**src/hdl/stq_cfg_pkg.sv**
```systemverilog
`default_nettype none

package stq_cfg_pkg;

  // ~~~~~~~~~~~~~~~~~~~~~~~~~~~~~~~~~~~~~~~~~~~~~~~~~~~~~~~~~~~~~~~~~~~~~~~~~~~~
  // Queue geometry.
  // ~~~~~~~~~~~~~~~~~~~~~~~~~~~~~~~~~~~~~~~~~~~~~~~~~~~~~~~~~~~~~~~~~~~~~~~~~~~~

  localparam int STQ_ENTRIES = 64;  // Store queue depth.
  localparam int STQ_DATA_W  = 32;
  localparam int CHK_PORTS   = 8;   // Load check ports.

  // Ports 0 to 5 may fall back to these two ports on a miss.
  localparam int FWD_NEAR_PORT = 6;  // Chosen by pre0 alone.
  localparam int FWD_FAR_PORT  = 7;  // Chosen by pre1.

  // ~~~~~~~~~~~~~~~~~~~~~~~~~~~~~~~~~~~~~~~~~~~~~~~~~~~~~~~~~~~~~~~~~~~~~~~~~~~~
  // Vector types.
  // ~~~~~~~~~~~~~~~~~~~~~~~~~~~~~~~~~~~~~~~~~~~~~~~~~~~~~~~~~~~~~~~~~~~~~~~~~~~~

  // One store data word.
  typedef logic [STQ_DATA_W-1:0] stq_data_t;

  // One bit per queue entry, used for write, free and check selects.
  typedef logic [STQ_ENTRIES-1:0] entry_mask_t;

  // One bit per check port.
  typedef logic [CHK_PORTS-1:0] port_vec_t;

endpackage

`default_nettype wire

```
**src/hdl/stq_if_pkg.sv**
```systemverilog
`default_nettype none

package stq_if_pkg;

  import stq_cfg_pkg::*;

  // ~~~~~~~~~~~~~~~~~~~~~~~~~~~~~~~~~~~~~~~~~~~~~~~~~~~~~~~~~~~~~~~~~~~~~~~~~~~~
  // Traffic into the store queue data side.
  // ~~~~~~~~~~~~~~~~~~~~~~~~~~~~~~~~~~~~~~~~~~~~~~~~~~~~~~~~~~~~~~~~~~~~~~~~~~~~

  // A store writing its data into the entries named by en.
  typedef struct packed {
    entry_mask_t en;
    stq_data_t   data;
  } stq_write_t;

  // Commit retiring entries.
  typedef struct packed {
    entry_mask_t en;
  } stq_free_t;

  // A load checking one entry. The mask is one-hot or all zero.
  // On a miss pre1 selects the far port, pre0 alone the near port.
  // The two fallback ports themselves ignore both bits.
  typedef struct packed {
    entry_mask_t en;
    logic        pre0;
    logic        pre1;
  } stq_check_t;

endpackage

`default_nettype wire

```
**src/hdl/stq_forward_merge.sv**
```systemverilog
`timescale 1ns/1ns
`default_nettype none

module stq_forward_merge (
  input  wire stq_cfg_pkg::stq_data_t  raw_data [stq_cfg_pkg::CHK_PORTS],
  input  wire stq_cfg_pkg::port_vec_t  chk_hit,
  input  wire stq_if_pkg::stq_check_t  chk      [stq_cfg_pkg::CHK_PORTS],
  output stq_cfg_pkg::stq_data_t       chk_data [stq_cfg_pkg::CHK_PORTS]
);

  import stq_cfg_pkg::*;

  stq_data_t near_data;
  stq_data_t far_data;

  // ~~~~~~~~~~~~~~~~~~~~~~~~~~~~~~~~~~~~~~~~~~~~~~~~~~~~~~~~~~~~~~~~~~~~~~~~~~~~
  // Fallback ports.
  // ~~~~~~~~~~~~~~~~~~~~~~~~~~~~~~~~~~~~~~~~~~~~~~~~~~~~~~~~~~~~~~~~~~~~~~~~~~~~

  // These two ports have nowhere else to look, so a miss gives zero.
  assign near_data = chk_hit[FWD_NEAR_PORT] ? raw_data[FWD_NEAR_PORT] : '0;
  assign far_data  = chk_hit[FWD_FAR_PORT]  ? raw_data[FWD_FAR_PORT]  : '0;

  // ~~~~~~~~~~~~~~~~~~~~~~~~~~~~~~~~~~~~~~~~~~~~~~~~~~~~~~~~~~~~~~~~~~~~~~~~~~~~
  // Final data per port.
  // ~~~~~~~~~~~~~~~~~~~~~~~~~~~~~~~~~~~~~~~~~~~~~~~~~~~~~~~~~~~~~~~~~~~~~~~~~~~~

  // A hit on the port's own entry comes first. On a miss pre1 takes the far
  // port's final data, pre0 alone the near port's.
  always_comb begin
    for (int p = 0; p < CHK_PORTS; p++) begin
      if (p == FWD_NEAR_PORT) begin
        chk_data[p] = near_data;
      end else if (p == FWD_FAR_PORT) begin
        chk_data[p] = far_data;
      end else if (chk_hit[p]) begin
        chk_data[p] = raw_data[p];
      end else if (chk[p].pre1) begin
        chk_data[p] = far_data;
      end else if (chk[p].pre0) begin
        chk_data[p] = near_data;
      end else begin
        chk_data[p] = '0;
      end
    end
  end

endmodule

`default_nettype wire

```
**config.mk**
```make
export PLATFORM = sky130hd
export DESIGN_NAME = stq_forward_merge
export DESIGN_NICKNAME = d
export VERILOG_FILES = /design/src/hdl/stq_cfg_pkg.sv /design/src/hdl/stq_if_pkg.sv /design/src/hdl/stq_forward_merge.sv
export SDC_FILE = /design/constraint.sdc
export NUM_CORES = 1
export LEC_CHECK = 0
export ABC_AREA = 1
export BUFFER_PORTS_ARGS = -buffer_cell sky130_fd_sc_hd__buf_2
export CAP_MARGIN = 20
export CORE_AREA = 4 4 407 409
export DETAILED_ROUTE_END_ITERATION = 6
export DIE_AREA = 0 0 411 413
export GPL_ROUTABILITY_DRIVEN = 0
export PLACE_DENSITY = 0.31
export SLEW_MARGIN = 20
export SYNTH_ARGS = -nofsm -noshare
export SYNTH_HDL_FRONTEND = slang
export SYNTH_SLANG_ARGS = --single-unit
```
**constraint.sdc**
```tcl
create_clock -name vclk -period 1.3
set_input_delay 0.26 -clock vclk [all_inputs]
set_output_delay 0.26 -clock vclk [all_outputs]
set_load 0.01 [all_outputs]
```
==> results list, run 1 <==
- Gate count after technology mapping: 1404
- Setup violations remaining at the end of the flow were counted as 243.
- Outcome: finished with violations
- Wire length of the first global-routing pass: 125100 um
- 1048 I/O pins were placed.
* DIE AREA: 0.1697 mm^2
- In this run the worst path has a maximum fanout of 6.
- Measured along the y axis, the die boundary spans 413 um.
- Leakage: 7.810 nW
- Combinational cells account for 100.0% of the total power.
- Count of vias placed by the detailed router: 12650
- Measured against its own limit, the worst slew margin works out to 67.87%.
- Mean routed wirelength per cell: 24.03 um
* Critical path required time: 1.04 ns
- Of the cells placed in the final design, the portion with a size suffix greater than 1 is 54.52%.
* Maximum frequency from static timing analysis: 578.7 MHz
- Post-Syn Area: 0.005713 mm^2
* Yosys top cell area share: 50.46%
* Worst Tran Pin Value: 0.4802 ns
* Synthesized area divided by synthesized cell count: 4.069 um^2
- The final layout contains routed wiring with a total length of 104200 um.
* Mapped Nets: 2196
- Synthesized-area fraction occupied by xor and xnor cells: 0%
* Final Cycle Share: 132.9%
- Core Footprint: 0.1620 mm^2
- Starting density of the core: 3.526%
- Cell variety after synth: 9
* Worst hold path class: in2out
- The number of hold buffers added after CTS was 0.
- From synthesis to final layout, the design area changed by 195.4%.
- Max-cap violations in this run came to 0.
* Hold violation count in the final report: 0
- Overall power consumption after layout is estimated at 6.544 mW.
- The checks that failed: setup timing.
- Counting I/O delays and the setup requirement, the final critical path takes 1.728 ns.
- Nets@finish: 2927
* Number of buffer and inverter stages on the critical path: 5
* Final worst slack: -0.4279 ns
* Port Buffers: 532
- After synthesis, the largest family of logic cells by area is simple AND/OR/NAND/NOR gates.
* P_int: 2.783 mW
* Compound-Gate Fraction of Synth Area: 0%
* Remaining design rule violation count: 0
- Net switching is 57.48% of the power.
- Number of stages on the worst hold path: 4
* Vias in the first global route: 11970
- The worst setup path is captured at an output pin.
- Ranked by total cell area, the synthesized netlist is headed by nor2_1, nand2_1, nand3_1.
* Avg Vias per Cell: 2.917
* End-of-flow core utilization: 10.42%
- RSZ-0062 raised after global routing: yes
* Worst IR Drop VDD: 155.9 uV
- Worst path cell trace: buf_16, buf_16, buf_8, buf_16, nand3_2, nand2_1, nor2_1, nor2_1, buf_2
- Chip Width: 411 um
- Cell type with the highest aggregate area in the netlist: nor2_1
- Dividing total power by cell area gives a power density of 387.7 mW/mm^2.
* Share of power burned in registers: 0%
- Sequential cells were found to cover 0% of the synthesized design area.
- In this run the remaining antenna-violating nets after routing total 0.
- Net switching power: 3.761 mW
- Area taken by flip-flops and latches: 0 um^2
- STA puts the critical path data arrival time at 1.47 ns.
- Part of the power in the clock network: 0%
- On the worst path, the slowest cell contributes a delay of 0.21 ns.
* Iteration-0 DRC count of the detailed router: 923
* HPWL after detailed placement: 84830 um
- Cell depth of the worst setup path: 9
- For this run the aggregate overflow at the end of global routing stands at 0.
- Count of clock buffers in the final design: 0
- Pre-CTS setup slack: -0.9276 ns
- The cell family contributing the most delay on the critical path is buffers and inverters.
* Most frequent cell on the critical path: buf_16
* Adder-cell share of the synthesized area: 0%
- The number of antenna violations at the first check in global routing came to 98.
- Kind of critical path: in2out
* First-pass iteration count of the detailed router: 5
* Site row count: 148
- Ys Warns: 0
- Multiplexer fraction of the synthesized cell area: 0%
- The slowest stage of the critical path belongs to the cell buf_16.
- Kind of launch point of the worst setup path: input port
- Largest net degree at the start of global routing: 33
- The final layout contains a sequential cell count of 0.
- Overall fraction of global-route tracks in use: 11.22%
* Basic-gate share of the synthesized area counting and, or, nand and nor cells: 84.49%
- The number of pins exceeding their max-slew limit in the final report is 0.
[worst min-delay path, cell delays in order]
cell and delay (ns):
buf_2 0.08, nor2_1 0.03, nor2_1 0.07, buf_2 0.13
[cell usage in the layout (no fill, tap or decap)]
cell type  synthesis  routed
buf_12             0      95
buf_16             0      18
buf_2             48     465
buf_4              6     155
buf_6             16      66
buf_8              0      20
bufbuf_16          0       5
clkbuf_16          0      11
clkinv_2           0       1
clkinv_8           0       2
diode_2            0      29
inv_1             70      62
inv_2              6       7
inv_4              0       1
inv_6              0       3
nand2_1          262     208
nand2_2            0      30
nand2_4            0      11
nand2_8            0      13
nand3_1          192     170
nand3_2            0      21
nand3_4            0       1
nor2_1           768     530
nor2_2             0     143
nor2_4             0      95
[layout make-up]
cell class	count	area (um^2)
antenna	29	72.57
fill	19170	145200
inverter	76	329.1
multi-input combinational	1222	6385
tap	2175	2721
timing repair buffer	835	7370
[path summary, 6_finish.rpt]
| check | from | endpoint | slack, ns |
|---|---|---|---|
| max | chk_hit[7] | chk_data[95] | -0.43 |
| min | raw_data[149] | chk_data[149] | 0.83 |
[cells in the mapped netlist, drive strengths merged]
cell type / count
inv: 76
clkbuf: 36
buf: 70
nand3: 192
nand2: 262
nor2: 768
[power groups by stage]
| stage | Combinational [mW] | Sequential [mW] | Clock, mW |
|---|---|---|---|
| 2_1_floorplan | 1.79 | 0 | 0 |
| 3_3_place_gp | 5.16 | 0 | 0 |
| 3_5_place_dp | 5.14 | 0 | 0 |
| 4_1_cts | 6.09 | 0 | 0 |
| 5_1_grt | 6.98 | 0 | 0.000000294 |
| 6_report | 6.54 | 0 | 0.00000261 |
[repair_timing]
item	CTS	global route
gates cloned	15	12
endpoints found under the setup margin	256	255
resized for setup	370	305
buffers inserted	39	23
pin swaps	158	160
[kinds of logic (layout without fill, tap and decap cells)]
logic type / after synthesis / after routing
buffers and inverters: 182 / 911
other: 0 / 29
and+or+nand+nor: 1222 / 1222
[routing by layer]
metal  track usage [%]  share of wire [%]
met2             18.58                 45
met4             1.446                2.7
met5                 0               0.18
met3             3.781                 10
met1             14.43                 42
[stage by stage]
step	area (um^2)	instances	TNS, ns	hold slack, ns
2_1_floorplan	5713	1404	0	0.6171
3_3_place_gp	13250	4234	-100.87	0.8386
3_5_place_dp	13250	4234	-98.51	0.8340
4_1_cts	15400	4286	-70.57	0.8316
5_1_grt	16820	4314	-76.86	0.8544
6_report	16880	4337	-63.98	0.8265
(Power assumes the default switching activity.)
==> inputs of run 2 (changes only) <==
PLACE_DENSITY = not set   (was 0.31)
PLACE_DENSITY_LB_ADDON = 0.05   (was not set)
clock period = 1.85 ns   (was 1.3 ns; I/O delays follow)
==> run 2 against run 1 <==
  * The run still ends with setup timing left
  * Non-clock buffer count shrank 73
  * Count of clock-buffer cells in the layout unchanged
  * Die area is the same
  * First-iteration DRC count fell by 50%
  * Final cell count fell by 2.2%
  * Setup slack gained 0.43 ns
  * Wire length down 22%
  * Worst hold slack better by 0.22 ns
  * Flip-flop and latch count did not move
  * Via count shrank 11%
  * Largest cell class is now multi-input gates
==> results list, run 2 (synthesis results as in run 1) <==
- The floorplan step defined a die boundary enclosing 0.1697 mm^2.
- Traced cell by cell, the critical path runs through buf_12, buf_16, nand2_2, buf_6, buf_4, nor2_1, nor2_1, nor2_1, buf_2.
- The die is 413 um tall.
- P_int: 1.495 mW
* Count of clock buffers in the final design: 0
- For the worst setup path, the data arrival time is 1.48 ns.
* Maximum frequency from static timing analysis: 540.2 MHz
- End-of-flow core utilization: 8.868%
- Area taken by flip-flops and latches: 0 um^2
* Port Buffers: 532
* Final setup violation count: 1
* Delay of the slowest cell on the worst path: 0.16 ns
- The critical path is of the in2out type.
* Slew headroom: 77.99%
- Antenna violations before repair: 35
- RSZ-0062 raised after global routing: yes
* Chip Width: 411 um
* Nets@finish: 2854
- Area growth syn-to-layout: 151.5%
- Fraction of power consumed by combinational cells: 100.0%
- Part of the power in the clock network: 0%
- Start point of the worst hold path: raw_data[214]
* Commonest non-fill, non-tap cell in the layout: nor2_1
- Hold violation count in the final report: 0
- In this run the static leakage power is 6.907 nW.
* Outcome: finished with violations
- In the finished design, the share of the clock period the worst path needs comes to 100.1%.
* Vias in the first global route: 11810
* Final worst slack: -0.001247 ns
* Mean routed wirelength per cell: 19.25 um
* Overall fraction of global-route tracks in use: 8.923%
- Post-CTS Hold Buffers: 0
- Number of stages on the worst hold path: 4
- At the pin with the least slew margin, the transition time is 0.3302 ns.
- Largest net degree at the start of global routing: 38
- The number of pins exceeding their max-slew limit in the final report came to 0.
- In this run the count of I/O pins placed on the die edge is 1048.
- Highest-count cells in the layout ignoring fill and taps: nor2_1, buf_2, nand2_1
* Kind of cell with the highest combined delay on the critical path: buffers and inverters
- Sequential cells: 0
- The worst setup path is launched from an input port.
* Number of buffer and inverter stages on the critical path: 5
- Summing all non-filler instances in the final layout gives an area of 0.01437 mm^2.
* Remaining design rule violation count: 0
- Across the run, the number of max-cap violations was 0.
* Critical Path Slowest Stage Cell: buf_16
- The floorplan step defined a core boundary enclosing 0.1620 mm^2.
- For this run, the detailed router's first-pass iteration total came to 5.
- The worst-case IR drop observed on VDD is 76.36 uV.
* CP endpoint kind: output pin
* DP Area: 0.01282 mm^2
* Site row count: 148
- Across all layers, the routed design uses 11260 vias.
- The final reports fail on setup timing.
* Most frequent cell on the critical path: nor2_1
* Iteration-0 DRC count of the detailed router: 461
- Critical path required time: 1.48 ns
- Post-route antenna net violation count: 0
- Share of cells above drive strength 1: 48.40%
- The first global-routing pass estimated 105200 um of wire.
- Summed over all failing endpoints, the final setup total negative slack is -0.001247 ns.
- Switching portion of total power: 60.02%
- The filler cells instantiated in the layout total 19420.
- Total power: 3.740 mW
- Net switching power: 2.244 mW
- Area occupied by multi-input gates: 0.005836 mm^2
* Overall routed net length: 81630 um
- HPWL after detailed placement: 69220 um
- Share of power burned in registers: 0%
- The total overflow left after global routing is 0.
- Minimum clock period: 1.851 ns
- Worst min-delay path endpoint: chk_data[214]
* Avg Vias per Cell: 2.655
* Critical-path maximum fanout: 8
- Power spread over the standard cell area amounts to 260.3 mW/mm^2.
* Starting density of the core: 3.526%
- Worst hold path class: in2out
## run 2: changes by cell type in the layout (fill, tap and decap cells not counted), sizes merged
cell    change
buf        -61
clkbuf      -8
bufbuf      -4
diode      -23
## run 2: area by class of cell
cell class	count	area share, %
diodes	6	0.1045
well taps	2175	18.94
repair buffers	762	38.26
multi-input cells	1222	40.61
inverters	76	2.081
## run 2: through the flow
| stage | setup WS [ns] | std cells | hold WS (ns) |
|---|---|---|---|
| 5_1_grt | -0.08400 | 4236 | 1.082 |
| 3_5_place_dp | -0.3638 | 4222 | 1.062 |
| 4_1_cts | -0.06489 | 4231 | 1.063 |
| 2_1_floorplan | 0.3971 | 1404 | 0.8371 |
| 6_report | -0.001247 | 4241 | 1.046 |
| 3_3_place_gp | -0.3359 | 4222 | 1.077 |
## run 2: layer usage
metal  GRT usage, %  vias up  wire length, um  share of wire (%)
met5              0        -              117               0.14
met4         0.8211       18              953                1.2
met3          2.533       65             6043                7.4
met2          15.62      457            38990                 48
met1          11.22     5151            35520                 44
li1               -     5568                -                  -
## run 2: power by group through the flow
stage                     clock network, mW  logic, mW  registers (mW)
after global placement                    0       3.52               0
after CTS                                 0       3.68               0
after detailed placement                  0       3.48               0
final                           0.000000379       3.74               0
after global routing           0.0000000729       4.14               0
after floorplan                           0       1.26               0
## run 2: worst max path at each step
stage | startpoint | endpoint | slack, ns | cells after the start
floorplan | chk_hit[7] | chk_data[118] | 0.40 | 7
global placement | chk_hit[6] | chk_data[182] | -0.34 | 9
detailed placement | chk_hit[6] | chk_data[182] | -0.36 | 9
CTS | chk_hit[6] | chk_data[220] | -0.06 | 9
global route | chk_hit[6] | chk_data[91] | -0.08 | 9
finish | chk_hit[6] | chk_data[91] | -0.001 | 9
## run 2: repair_timing
item	CTS	global route
buffers inserted	7	6
setup endpoints to repair	185	127
pin swaps	30	63
gates resized for setup	155	239
gates cloned	4	2
