`config.mk`:
```
export PLATFORM = sky130hd
export DESIGN_NAME = stq_valid_track
export DESIGN_NICKNAME = d
export VERILOG_FILES = /design/src/hdl/stq_cfg_pkg.sv /design/src/hdl/stq_if_pkg.sv /design/src/hdl/stq_valid_track.sv
export SDC_FILE = /design/constraint.sdc
export NUM_CORES = 1
export LEC_CHECK = 0
export BUFFER_PORTS_ARGS = -buffer_cell sky130_fd_sc_hd__clkbuf_2
export CORE_AREA = 4 4 276 278
export CTS_BUF_LIST = sky130_fd_sc_hd__clkbuf_4
export CTS_CLUSTER_DIAMETER = 60
export DETAILED_ROUTE_END_ITERATION = 10
export DIE_AREA = 0 0 280 282
export PLACE_DENSITY = 0.31
export SKIP_CTS_REPAIR_TIMING = 1
export SLEW_MARGIN = 10
export SYNTH_ARGS = -nofsm -noshare
export SYNTH_HDL_FRONTEND = slang
export SYNTH_SLANG_ARGS = --single-unit
```
`constraint.sdc`:
```
create_clock -name clk -period 1.7 [get_ports clk]
set_clock_uncertainty 0.15 [all_clocks]
set_input_delay 0.255 -clock clk [delete_from_list [all_inputs] [get_ports clk]]
set_output_delay 0.255 -clock clk [all_outputs]
set_load 0.03 [all_outputs]
```
`src/hdl/stq_cfg_pkg.sv`:
```
`default_nettype none

package stq_cfg_pkg;

  // ~~~~~~~~~~~~~~~~~~~~~~~~~~~~~~~~~~~~~~~~~~~~~~~~~~~~~~~~~~~~~~~~~~~~~~~~~~~~
  // Queue geometry.
  // ~~~~~~~~~~~~~~~~~~~~~~~~~~~~~~~~~~~~~~~~~~~~~~~~~~~~~~~~~~~~~~~~~~~~~~~~~~~~

  localparam int STQ_ENTRIES = 64;  // Store queue depth.
  localparam int STQ_DATA_W  = 32;
  localparam int CHK_PORTS   = 8;   // Load check ports.

  // Ports 0 to 5 may fall back to these two ports on a miss.
  localparam int FWD_NEAR_PORT = 6;  // Chosen by pre0 alone.
  localparam int FWD_FAR_PORT  = 7;  // Chosen by pre1.

  // ~~~~~~~~~~~~~~~~~~~~~~~~~~~~~~~~~~~~~~~~~~~~~~~~~~~~~~~~~~~~~~~~~~~~~~~~~~~~
  // Vector types.
  // ~~~~~~~~~~~~~~~~~~~~~~~~~~~~~~~~~~~~~~~~~~~~~~~~~~~~~~~~~~~~~~~~~~~~~~~~~~~~

  // One store data word.
  typedef logic [STQ_DATA_W-1:0] stq_data_t;

  // One bit per queue entry, used for write, free and check selects.
  typedef logic [STQ_ENTRIES-1:0] entry_mask_t;

  // One bit per check port.
  typedef logic [CHK_PORTS-1:0] port_vec_t;

endpackage

`default_nettype wire

```
`src/hdl/stq_if_pkg.sv`:
```
`default_nettype none

package stq_if_pkg;

  import stq_cfg_pkg::*;

  // ~~~~~~~~~~~~~~~~~~~~~~~~~~~~~~~~~~~~~~~~~~~~~~~~~~~~~~~~~~~~~~~~~~~~~~~~~~~~
  // Traffic into the store queue data side.
  // ~~~~~~~~~~~~~~~~~~~~~~~~~~~~~~~~~~~~~~~~~~~~~~~~~~~~~~~~~~~~~~~~~~~~~~~~~~~~

  // A store writing its data into the entries named by en.
  typedef struct packed {
    entry_mask_t en;
    stq_data_t   data;
  } stq_write_t;

  // Commit retiring entries.
  typedef struct packed {
    entry_mask_t en;
  } stq_free_t;

  // A load checking one entry. The mask is one-hot or all zero.
  // On a miss pre1 selects the far port, pre0 alone the near port.
  // The two fallback ports themselves ignore both bits.
  typedef struct packed {
    entry_mask_t en;
    logic        pre0;
    logic        pre1;
  } stq_check_t;

endpackage

`default_nettype wire

```
`src/hdl/stq_valid_track.sv`:
```
`timescale 1ns/1ns
`default_nettype none

module stq_valid_track (
  input  wire                           clk,
  input  wire                           rst,
  input  wire stq_cfg_pkg::entry_mask_t wr0_en,
  input  wire stq_cfg_pkg::entry_mask_t wr1_en,
  input  wire stq_if_pkg::stq_free_t    free,
  input  wire stq_cfg_pkg::entry_mask_t chk_en [stq_cfg_pkg::CHK_PORTS],
  output stq_cfg_pkg::port_vec_t        chk_hit
);

  import stq_cfg_pkg::*;

  entry_mask_t valid;
  entry_mask_t set_mask;

  assign set_mask = wr0_en | wr1_en;

  // ~~~~~~~~~~~~~~~~~~~~~~~~~~~~~~~~~~~~~~~~~~~~~~~~~~~~~~~~~~~~~~~~~~~~~~~~~~~~
  // Valid bits.
  // ~~~~~~~~~~~~~~~~~~~~~~~~~~~~~~~~~~~~~~~~~~~~~~~~~~~~~~~~~~~~~~~~~~~~~~~~~~~~

  // The free is applied first and the writes are ORed in after it, so a
  // write and a free of the same entry leave that entry valid.
  always_ff @(posedge clk) begin
    if (rst) begin
      valid <= '0;
    end else begin
      valid <= (valid & ~free.en) | set_mask;
    end
  end

  // ~~~~~~~~~~~~~~~~~~~~~~~~~~~~~~~~~~~~~~~~~~~~~~~~~~~~~~~~~~~~~~~~~~~~~~~~~~~~
  // Hit per check port.
  // ~~~~~~~~~~~~~~~~~~~~~~~~~~~~~~~~~~~~~~~~~~~~~~~~~~~~~~~~~~~~~~~~~~~~~~~~~~~~

  always_comb begin
    for (int p = 0; p < CHK_PORTS; p++) begin
      chk_hit[p] = |(chk_en[p] & valid);  // Only registered valid bits count.
    end
  end

endmodule

`default_nettype wire

```
==> run_results.csv, run 1 <==
group,metric,value,unit
power_and_ir_drop,p_leak,6.39,nW
hold_path,worstHoldPathType,"in -> reg",
setup_path,series_of_cell_instances_along_the_critical_path,"a22o_1 -> a221oi_2 -> nand4_1 -> buf_4 -> or4_4 -> buf_6",
clocking,htreeDepth,3,
power_and_ir_drop,vdd_ir_drop_max,0.198,mV
drt,wirelength,56.5,mm
setup_path,worstPathMaxFanout,6,
drt,ant_nets,0,
setup_path,worstPathBufferInverterCount,2,
synthesis,synth_top_cells_by_area,"sky130_fd_sc_hd__dfxtp_1 25%, sky130_fd_sc_hd__a22o_1 22%, sky130_fd_sc_hd__a221oi_1 22%, sky130_fd_sc_hd__nand2b_1 7.7%, sky130_fd_sc_hd__a21oi_1 6.2%",
synthesis,synth_top_cell_area_share,25.0,%
global_routing,gr-usage-all-layers,13.1,%
global_routing,grt_start_max_net_pins,31,
synthesis,synth_most_common_cell,"sky130_fd_sc_hd__a22o_1",
setup_path,timing.critical_path.arrival,2.70,ns
global_routing,globalRouteMet1Util,14.2,%
timing,worst-slew-pin-transition,0.641,ns
clocking,tritoncts,"yes",
drt,initialDrtViolationCount,232,
layout,layout-drive-gt1-share,63.2,%
setup_path,critPathLaunchType,"flop",
drt,routedWlPerCell,22.0,µm
synthesis,synth_area,5130,µm²
setup_path,timing.reg2reg.setup_slack,0.06,ns
timing,final-setup-viol-count,8,
timing,min_period,3.10,ns
setup_path,slowest_stage,"sky130_fd_sc_hd__or4_4",
setup_path,setup.worst_path.end_class,"output port",
timing,final.period_utilization,183,%
place,place.detailed.hpwl,49.9,mm
setup_path,cell_type_group_with_the_largest_total_delay_on_the_critical_path,"simple AND/OR/NAND/NOR gates",
synthesis,number_of_enable_flip_flop_cells_after_synthesis,0,
global_routing,grt.overflow.total,0,
synthesis,synth-seq-area-share,25.0,%
synthesis,ys_dominant_reg_cell,"sky130_fd_sc_hd__dfxtp_1",
floorplan,design.core.area,73900,µm²
synthesis,synth_area_per_cell,8.23,µm²
synthesis,synth_top_cells_by_count,"128 x sky130_fd_sc_hd__a22o_1, 127 x sky130_fd_sc_hd__a221oi_1, 64 x sky130_fd_sc_hd__a21oi_1, 64 x sky130_fd_sc_hd__dfxtp_1, 64 x sky130_fd_sc_hd__nor2_1",
layout,area_delta_synth_final,160,%
place,place_inst,2387,
clocking,clk_root_buffer_cell,"sky130_fd_sc_hd__clkbuf_4",
synthesis,total_number_of_yosys_warnings,0,
drt,drt-pass1-iter-count,6,
timing,hold_viol,0,
global_routing,groute.layer.met3.usage,4.39,%
timing,slew_headroom,57.1,%
synthesis,async_reset_ff_share,0,%
synthesis,synth_nets,1329,
floorplan,placementRows,100,
drt,via_per_inst,3.70,
timing,max_freq,0.322,GHz
drt,route.vias.total,9504,
place,gpl.final_weighted_congestion,0.926,
synthesis,synth.largest_area_cell,"sky130_fd_sc_hd__dfxtp_1",
clocking,clkTransAtPathRegs,0.16,ns
layout,max_ffs_per_register,64,
run_status,failed_checks,"setup timing",
setup_path,reg2regPathDepth,3,
clocking,insertion_delay,0.53,ns
place,io_buffer_count,713,
layout,final-instance-count-excl-fill,2569,
timing,fin_setup_tns,-10.80,ns
place,post-place-ws,-1.26,ns
setup_path,critical_path_class,"reg -> out",
timing,maxSlewViolCount,0,
floorplan,chipHeight,282,µm
timing,postLayoutSetupSlackWorst,-1.40,ns
layout,top_register,"valid",
clocking,clock_tree.buffer_depth,2,
global_routing,grt_pass1_wl,72.2,mm
synthesis,ys_ff_latch,64,
layout,nNetsFinal,2295,
clocking,tritoncts.num_buffers,9,
floorplan,ios,714,
drt,remaining_drc_errors,0,
layout,postLayoutCoreUtil,18.0,%
global_routing,grt_use_met2,24.5,%
global_routing,number_of_antenna_violations_at_the_first_check_in_global_routing,10,
setup_path,critical_path_cell_count,6,
floorplan,die-width,280,µm
power_and_ir_drop,pwr_density_cell,452,nW/µm²
run_status,outcome,"complete, but fails checks",
run,maxCapViolCount,0,
global_routing,grt_busiest_layer,"met2",
global_routing,number_of_global_route_vias_before_repair,9800,
hold_path,worst_hold_path_cells,3,
floorplan,floorplan_die_area,79000,µm²
synthesis,postSynthCellCount,623,
synthesis,synth.lib_cells_used.distinct,16,
setup_path,crit_path_max_incr_delay,0.53,ns
setup_path,cp.required,1.29,ns
timing,setup_repair_after_global_routing_missed_its_margin,"true",
floorplan,floorplan.initialDensity,6.93,%
layout,top_regs,"valid: 64 flops",
clocking,clock-sinks,64,
[per-stage QoR]
stage	power [W]	instance area [µm²]	hold slack [ns]
5_1_grt	0.00651	13300	0.0299
6_report	0.00603	13300	0.114
4_1_cts	0.00580	11300	-0.366
2_1_floorplan	0.00269	5540	0.255
3_5_place_dp	0.00451	11200	0.354
3_3_place_gp	0.00452	11200	0.345
[logic make-up after synthesis]
group,synth area share (%)
compound gates,50.1
buf+inv,7.30
flops,25.0
simple gates,17.6
[power breakdown]
group | total, W | internal [W] | switching [W]
clock | 0.00116 | 0.000280 | 0.000878
sequential | 0.00193 | 0.00161 | 0.000317
combinational | 0.00294 | 0.00179 | 0.00115
[routing by layer]
metal | wire length [µm] | vias up
met5 | 40 | -
met4 | 1290 | 6
met3 | 4260 | 47
met2 | 29400 | 496
met1 | 21400 | 4414
li1 | - | 4541
[cells in the final DEF (no fill, tap or decap)]
| cell type | instances |
|---|---|
| sky130_fd_sc_hd__buf_12 | 8 |
| sky130_fd_sc_hd__buf_4 | 137 |
| sky130_fd_sc_hd__a22o_4 | 1 |
| sky130_fd_sc_hd__a221oi_4 | 8 |
| sky130_fd_sc_hd__nor2_1 | 64 |
| sky130_fd_sc_hd__or2b_1 | 1 |
| sky130_fd_sc_hd__dfxtp_1 | 32 |
| sky130_fd_sc_hd__clkinvlp_4 | 3 |
| sky130_fd_sc_hd__a221oi_2 | 79 |
| sky130_fd_sc_hd__dlygate4sd3_1 | 160 |
| sky130_fd_sc_hd__clkbuf_4 | 10 |
| sky130_fd_sc_hd__a21oi_1 | 64 |
| sky130_fd_sc_hd__diode_2 | 6 |
| sky130_fd_sc_hd__dfxtp_2 | 15 |
| sky130_fd_sc_hd__nand4_1 | 32 |
| sky130_fd_sc_hd__dfxtp_4 | 17 |
| sky130_fd_sc_hd__a221oi_1 | 41 |
| sky130_fd_sc_hd__clkbuf_2 | 704 |
| sky130_fd_sc_hd__a22o_1 | 127 |
| sky130_fd_sc_hd__clkinv_1 | 3 |
| sky130_fd_sc_hd__buf_2 | 1 |
| sky130_fd_sc_hd__buf_6 | 13 |
| sky130_fd_sc_hd__nand2b_1 | 63 |
| sky130_fd_sc_hd__or4_4 | 8 |
| sky130_fd_sc_hd__buf_8 | 2 |
| sky130_fd_sc_hd__clkinv_2 | 1 |
[worst reg2reg max path, delay by kind of cell (launching register included)]
family	cells	cell delay (ns)
AO/OA/AOI/OAI	1	0.15
buffers and inverters	1	0.55
flip-flops	1	0.64
AND/OR/NAND/NOR	1	0.10
[worst paths after layout]
kind                     endpoint            startpoint
max                    chk_hit[5]  valid[12]$_SDFF_PP0_
min          valid[51]$_SDFF_PP0_                   rst
max reg2reg  valid[47]$_SDFF_PP0_  valid[47]$_SDFF_PP0_
min reg2reg  valid[54]$_SDFF_PP0_  valid[54]$_SDFF_PP0_
[layout make-up]
| type | count | area [µm²] |
|---|---|---|
| Antenna cell | 6 | 15.0 |
| Clock buffer | 9 | 67.6 |
| Clock inverter | 7 | 38.8 |
| Fill cell | 8465 | 60600 |
| Multi-Input combinational cell | 488 | 4140 |
| Sequential cell | 64 | 1360 |
| Tap cell | 969 | 1210 |
| Timing Repair Buffer | 1026 | 6500 |
(Power assumes the default switching activity.)
==> inputs of run 2 (changes only) <==
- CORE_AREA: 4 4 276 278 -> 2 2 282 284
- DIE_AREA: 0 0 280 282 -> 0 0 284 286
- PLACE_DENSITY: 0.31 -> 0.3
==> run 2 against run 1 <==
Net effect:
- the flow still finishes with violations (setup timing)
- sequential power barely moved
- clock-buffer cell count did not move
- core utilization fell by 0.96 points
- final area rose by 0.35%
- hold slack improved by 0.19 ns
- wire length fell by 0.47%
- die area rose by 2.9%
- critical path depth rose by 1
- largest cell class unchanged
==> run_results.csv, run 2 (synthesis gave the netlist of run 1 again) <==
group,metric,value,unit
timing,maxSlewViolCount,0,
clocking,htreeDepth,3,
place,post_dp_cell_area,11100,µm²
layout,top_regs,"valid: 64 flops",
setup_path,worstPathMaxFanout,5,
timing,setup_repair_after_global_routing_missed_its_margin,"true",
global_routing,grt_pass1_wl,73.8,mm
floorplan,placementRows,103,
global_routing,grt_start_max_net_pins,65,
setup_path,worst_r2r_startpoint,"valid[32]$_SDFF_PP0_",
timing,fin_setup_tns,-10.94,ns
setup_path,cp.required,1.29,ns
layout,layout-drive-gt1-share,63.7,%
run_status,failed_checks,"setup timing",
global_routing,number_of_antenna_violations_at_the_first_check_in_global_routing,14,
clocking,clock_tree.buffer_depth,2,
setup_path,reg2regPathDepth,3,
setup_path,critPathLaunchType,"flop",
global_routing,gr-usage-all-layers,13.0,%
timing,worst-slew-pin-transition,0.513,ns
place,place.detailed.hpwl,49.9,mm
global_routing,number_of_global_route_vias_before_repair,9858,
layout,most-common-layout-cells,"706 x sky130_fd_sc_hd__clkbuf_2, 153 x sky130_fd_sc_hd__dlygate4sd3_1, 137 x sky130_fd_sc_hd__buf_4, 125 x sky130_fd_sc_hd__a22o_1, 79 x sky130_fd_sc_hd__a221oi_2",
clocking,clk_root_buffer_cell,"sky130_fd_sc_hd__clkbuf_4",
layout,area_delta_synth_final,161,%
layout,top_register,"valid",
clocking,clock-sinks,64,
floorplan,floorplan.initialDensity,6.54,%
power_and_ir_drop,vdd_ir_drop_max,0.261,mV
place,io_buffer_count,713,
place,gpl.final_weighted_congestion,0.932,
clocking,tritoncts.num_buffers,9,
timing,postLayoutSetupSlackWorst,-1.45,ns
drt,route.vias.total,9579,
drt,routedWlPerCell,21.2,µm
setup_path,timing.critical_path.to,"chk_hit[7]",
floorplan,design.core.area,78400,µm²
hold_path,holdCritStartpoint,"wr0_en[22]",
clocking,tritoncts,"yes",
drt,initialDrtViolationCount,293,
clocking,insertion_delay,0.57,ns
layout,multiInputGateArea,4170,µm²
place,place_inst,2457,
drt,ant_nets,0,
floorplan,ios,714,
timing,slew_headroom,65.8,%
layout,final-instance-count-excl-fill,2648,
setup_path,setup.worst_path.end_class,"output port",
clocking,clkTransAtPathRegs,0.17,ns
setup_path,timing.reg2reg.setup_slack,0.03,ns
floorplan,floorplan_die_area,81200,µm²
layout,most_frequent_standard_cell_in_the_layout_excluding_fill_and_tap_cells,"sky130_fd_sc_hd__clkbuf_2",
global_routing,grt.overflow.total,0,
power_and_ir_drop,p_leak,6.36,nW
timing,max_freq,0.317,GHz
layout,nNetsFinal,2285,
timing,final.period_utilization,186,%
hold_path,worst_hold_path_cells,4,
setup_path,timing.critical_path.arrival,2.75,ns
layout,final_cell_area,13400,µm²
drt,via_per_inst,3.62,
setup_path,worst_setup_path_startpoint,"valid[54]$_SDFF_PP0_",
floorplan,chipHeight,286,µm
layout,max_ffs_per_register,64,
power_and_ir_drop,finalPower,0.00633,W
power_and_ir_drop,pwr_density_cell,473,nW/µm²
floorplan,die-width,284,µm
place,post-place-ws,-1.43,ns
layout,final-seq-area,1360,µm²
setup_path,worst_r2r_endpoint,"valid[32]$_SDFF_PP0_",
setup_path,critical_path_class,"reg -> out",
drt,remaining_drc_errors,0,
hold_path,worstHoldPathType,"in -> reg",
layout,fillCellCount,9108,
drt,drt-pass1-iter-count,7,
timing,min_period,3.15,ns
run,maxCapViolCount,0,
timing,hold_viol,0,
timing,final-setup-viol-count,8,
drt,wirelength,56.2,mm
run_status,outcome,"complete, but fails checks",
## run 2: cell types whose count changed in the layout (fill, tap and decap cells not counted), moves of 3 or more
cell                            change
sky130_fd_sc_hd__buf_12             -3
sky130_fd_sc_hd__dlygate4sd3_1      -7
sky130_fd_sc_hd__clkinv_1           -3
sky130_fd_sc_hd__diode_2            +9
## run 2: area by class of cell
| type | count | share of cell area [%] |
|---|---|---|
| Clock inverter | 6 | 0.636 |
| Timing Repair Buffer | 1016 | 47.4 |
| Multi-Input combinational cell | 488 | 31.2 |
| Tap cell | 1050 | 9.82 |
| Clock buffer | 9 | 0.505 |
| Antenna cell | 15 | 0.280 |
| Sequential cell | 64 | 10.1 |
## run 2: worst min path at each step
stage / slack [ns] / endpoint
final: 0.31 / valid[22]$_SDFF_PP0_
after global routing: 0.20 / valid[22]$_SDFF_PP0_
after global placement: 0.34 / valid[33]$_SDFF_PP0_
after detailed placement: 0.35 / valid[32]$_SDFF_PP0_
after floorplan: 0.25 / valid[0]$_SDFF_PP0_
after CTS: -0.34 / valid[33]$_SDFF_PP0_
## run 2: power by group
group	total [W]	switching, W	internal (W)
clock	0.00148	0.000902	0.000580
combinational	0.00294	0.00117	0.00177
sequential	0.00191	0.000300	0.00161
total	0.00633	0.00237	0.00396
## run 2: metal layers
metal  track usage, %  share of wire [%]  vias to the layer above
met4             3.64                2.7                       10
li1                 -                  -                     4536
met3             4.25                6.9                       60
met2             24.1                 51                      479
met5                0              0.096                        -
met1             14.0                 39                     4494
## run 2: worst max-delay path, stage by stage, from the launching register on
cell,delay (ns)
sky130_fd_sc_hd__dfxtp_4,0.40
sky130_fd_sc_hd__buf_4,0.15
sky130_fd_sc_hd__a22o_4,0.26
sky130_fd_sc_hd__a221oi_4,0.21
sky130_fd_sc_hd__buf_6,0.16
sky130_fd_sc_hd__nand4_1,0.22
sky130_fd_sc_hd__or4_4,0.61
sky130_fd_sc_hd__buf_6,0.17
## run 2: per-stage QoR
| step | utilization (%) | hold WS, ns |
|---|---|---|
| global placement | 14.2 | 0.343 |
| floorplan | - | 0.255 |
| CTS | 14.4 | -0.342 |
| detailed placement | 14.2 | 0.354 |
| finish | 17.1 | 0.306 |
| global route | 17.1 | 0.197 |
==> inputs of run 3 (changes only) <==
- PLACE_DENSITY: 0.3 -> unset
- REMOVE_ABC_BUFFERS: unset -> 1
==> run 3 against run 2 <==
Net effect:
- the flow still finishes with violations (setup timing)
- hold slack improved by 0.015 ns
- fmax shrank 5.6%
- global-route usage increased by 0.38 points
- power decreased by 2.4%
- core utilization down 0.63 points
==> run_results.csv, run 3 (synthesis gave the netlist of run 1 again) <==
group,metric,value,unit
floorplan,die-width,284,µm
setup_path,series_of_cell_instances_along_the_critical_path,"a22o_1 -> a221oi_1 -> buf_4 -> nand4_1 -> or4_4 -> clkbuf_4",
power_and_ir_drop,clock_power_share,23.1,%
layout,top_register,"valid",
setup_path,worstPathMaxFanout,9,
layout,postLayoutCoreUtil,16.5,%
setup_path,worst_r2r_startpoint,"valid[10]$_SDFF_PP0_",
hold_path,holdCritStartpoint,"free[23]",
place,io_buffer_count,713,
global_routing,grt_start_max_net_pins,65,
timing,postLayoutSetupSlackWorst,-1.64,ns
layout,final_cell_area,12900,µm²
layout,layout-drive-gt1-share,58.6,%
clocking,clock-sinks,64,
timing,final.period_utilization,196,%
power_and_ir_drop,finalPower,0.00618,W
run_status,outcome,"complete, but fails checks",
layout,most-common-layout-cells,"706 x sky130_fd_sc_hd__clkbuf_2, 161 x sky130_fd_sc_hd__dlygate4sd3_1, 138 x sky130_fd_sc_hd__buf_4, 127 x sky130_fd_sc_hd__a22o_1, 99 x sky130_fd_sc_hd__a221oi_1",
layout,final-seq-area,1320,µm²
floorplan,placementRows,103,
power_and_ir_drop,power.switching,0.00231,W
place,post_dp_cell_area,10700,µm²
setup_path,cp.required,1.29,ns
clocking,clk_root_buffer_cell,"sky130_fd_sc_hd__clkbuf_4",
timing,fin_setup_tns,-11.90,ns
global_routing,gr-usage-all-layers,13.4,%
timing,maxSlewViolCount,0,
power_and_ir_drop,p_leak,6.21,nW
floorplan,floorplan_die_area,81200,µm²
floorplan,chipHeight,286,µm
power_and_ir_drop,sequentialPowerShare,31.1,%
setup_path,critPathLaunchType,"flop",
timing,max_freq,0.299,GHz
power_and_ir_drop,netSwitchingFraction,37.5,%
setup_path,timing.critical_path.arrival,2.93,ns
layout,nNetsFinal,2286,
floorplan,floorplan.initialDensity,6.54,%
hold_path,worstHoldPathType,"in -> reg",
global_routing,grt_pass1_wl,73.6,mm
drt,route.vias.total,10100,
timing,slew_headroom,57.6,%
drt,initialDrtViolationCount,525,
floorplan,ios,714,
power_and_ir_drop,pwr_density_cell,479,nW/µm²
timing,min_period,3.34,ns
layout,multiInputGateArea,3730,µm²
drt,drt-pass1-iter-count,5,
clocking,htreeDepth,3,
power_and_ir_drop,share_comb_of_total_power,45.8,%
timing,hold_viol,0,
global_routing,grt.overflow.total,0,
timing,worst-slew-pin-transition,0.637,ns
clocking,insertion_delay,0.55,ns
clocking,clkTransAtPathRegs,0.16,ns
setup_path,reg2regPathDepth,3,
drt,wirelength,59.1,mm
layout,top_regs,"valid: 64 flops",
global_routing,number_of_global_route_vias_before_repair,9424,
place,gpl.final_weighted_congestion,0.943,
timing,fin_hold_ws,0.320,ns
drt,routedWlPerCell,22.3,µm
timing,final-setup-viol-count,8,
layout,area_delta_synth_final,151,%
clocking,tritoncts.num_buffers,9,
global_routing,number_of_antenna_violations_at_the_first_check_in_global_routing,38,
hold_path,worst_hold_path_cells,4,
power_and_ir_drop,internal_power,0.00386,W
power_and_ir_drop,vdd_ir_drop_max,0.200,mV
clocking,clock_tree.buffer_depth,2,
drt,remaining_drc_errors,0,
layout,most_frequent_standard_cell_in_the_layout_excluding_fill_and_tap_cells,"sky130_fd_sc_hd__clkbuf_2",
setup_path,worst_setup_path_startpoint,"valid[8]$_SDFF_PP0_",
run,maxCapViolCount,0,
clocking,tritoncts,"yes",
floorplan,design.core.area,78400,µm²
drt,via_per_inst,3.78,
setup_path,slowest_stage,"sky130_fd_sc_hd__or4_4",
setup_path,setup.worst_path.end_class,"output port",
layout,fillCellCount,8993,
timing,setup_repair_after_global_routing_missed_its_margin,"true",
run_status,failed_checks,"setup timing",
layout,max_ffs_per_register,64,
setup_path,crit_path_max_incr_delay,0.58,ns
setup_path,critical_path_class,"reg -> out",
drt,ant_nets,0,
place,place.detailed.hpwl,51.6,mm
-- run 3: cell types whose count changed in the layout (fill, tap and decap cells not counted), moves of 7 or more --
cell,before,now
sky130_fd_sc_hd__a221oi_1,40,99
sky130_fd_sc_hd__a221oi_2,79,24
sky130_fd_sc_hd__dfxtp_1,33,42
sky130_fd_sc_hd__dfxtp_4,15,6
sky130_fd_sc_hd__dlygate4sd3_1,153,161
sky130_fd_sc_hd__diode_2,15,22
-- run 3: power by group through the flow --
| stage | clock (W) | sequential (W) | combinational, W |
|---|---|---|---|
| finish | 0.00143 | 0.00192 | 0.00283 |
| global route | 0.00163 | 0.00194 | 0.00303 |
| CTS | 0.00160 | 0.00189 | 0.00242 |
| detailed placement | 0 | 0.00193 | 0.00241 |
| global placement | 0 | 0.00193 | 0.00243 |
| floorplan | 0 | 0.00182 | 0.000631 |
-- run 3: worst paths after layout --
kind	end	slack, ns
worst max-delay path	chk_hit[6]	-1.64
worst min-delay path	valid[23]$_SDFF_PP0_	0.32
worst max register to register	valid[10]$_SDFF_PP0_	0.03
worst min register to register	valid[24]$_SDFF_PP0_	0.40
-- run 3: final cells by class --
type	instances	share of cell area, %
antenna	22	0.427
clock buffer	9	0.524
clock inverter	7	0.670
multi-input combinational	488	29.0
sequential	64	10.3
tap	1050	10.2
timing repair buffer	1017	49.0
-- run 3: worst max-delay path, delay by kind of cell, from the launching register on --
family          cells  cell delay [ns]
compound gates      2             0.83
simple gates        2             0.69
buf+inv             2             0.45
flops               1             0.40
-- run 3: routing by layer --
layer / global-route usage (%) / vias to the layer above / wire length [µm]
li1: - / 4534 / -
met1: 15.9 / 4658 / 23900
met2: 21.3 / 678 / 26400
met3: 4.89 / 152 / 5840
met4: 6.49 / 30 / 2860
met5: 0 / - / 192
-- run 3: per-stage QoR --
stage,setup WS (ns),std cells
final,-1.64,2657
after global routing,-1.72,2652
after CTS,-2.36,2471
after detailed placement,-1.60,2455
after global placement,-1.63,2455
after floorplan,-0.257,552
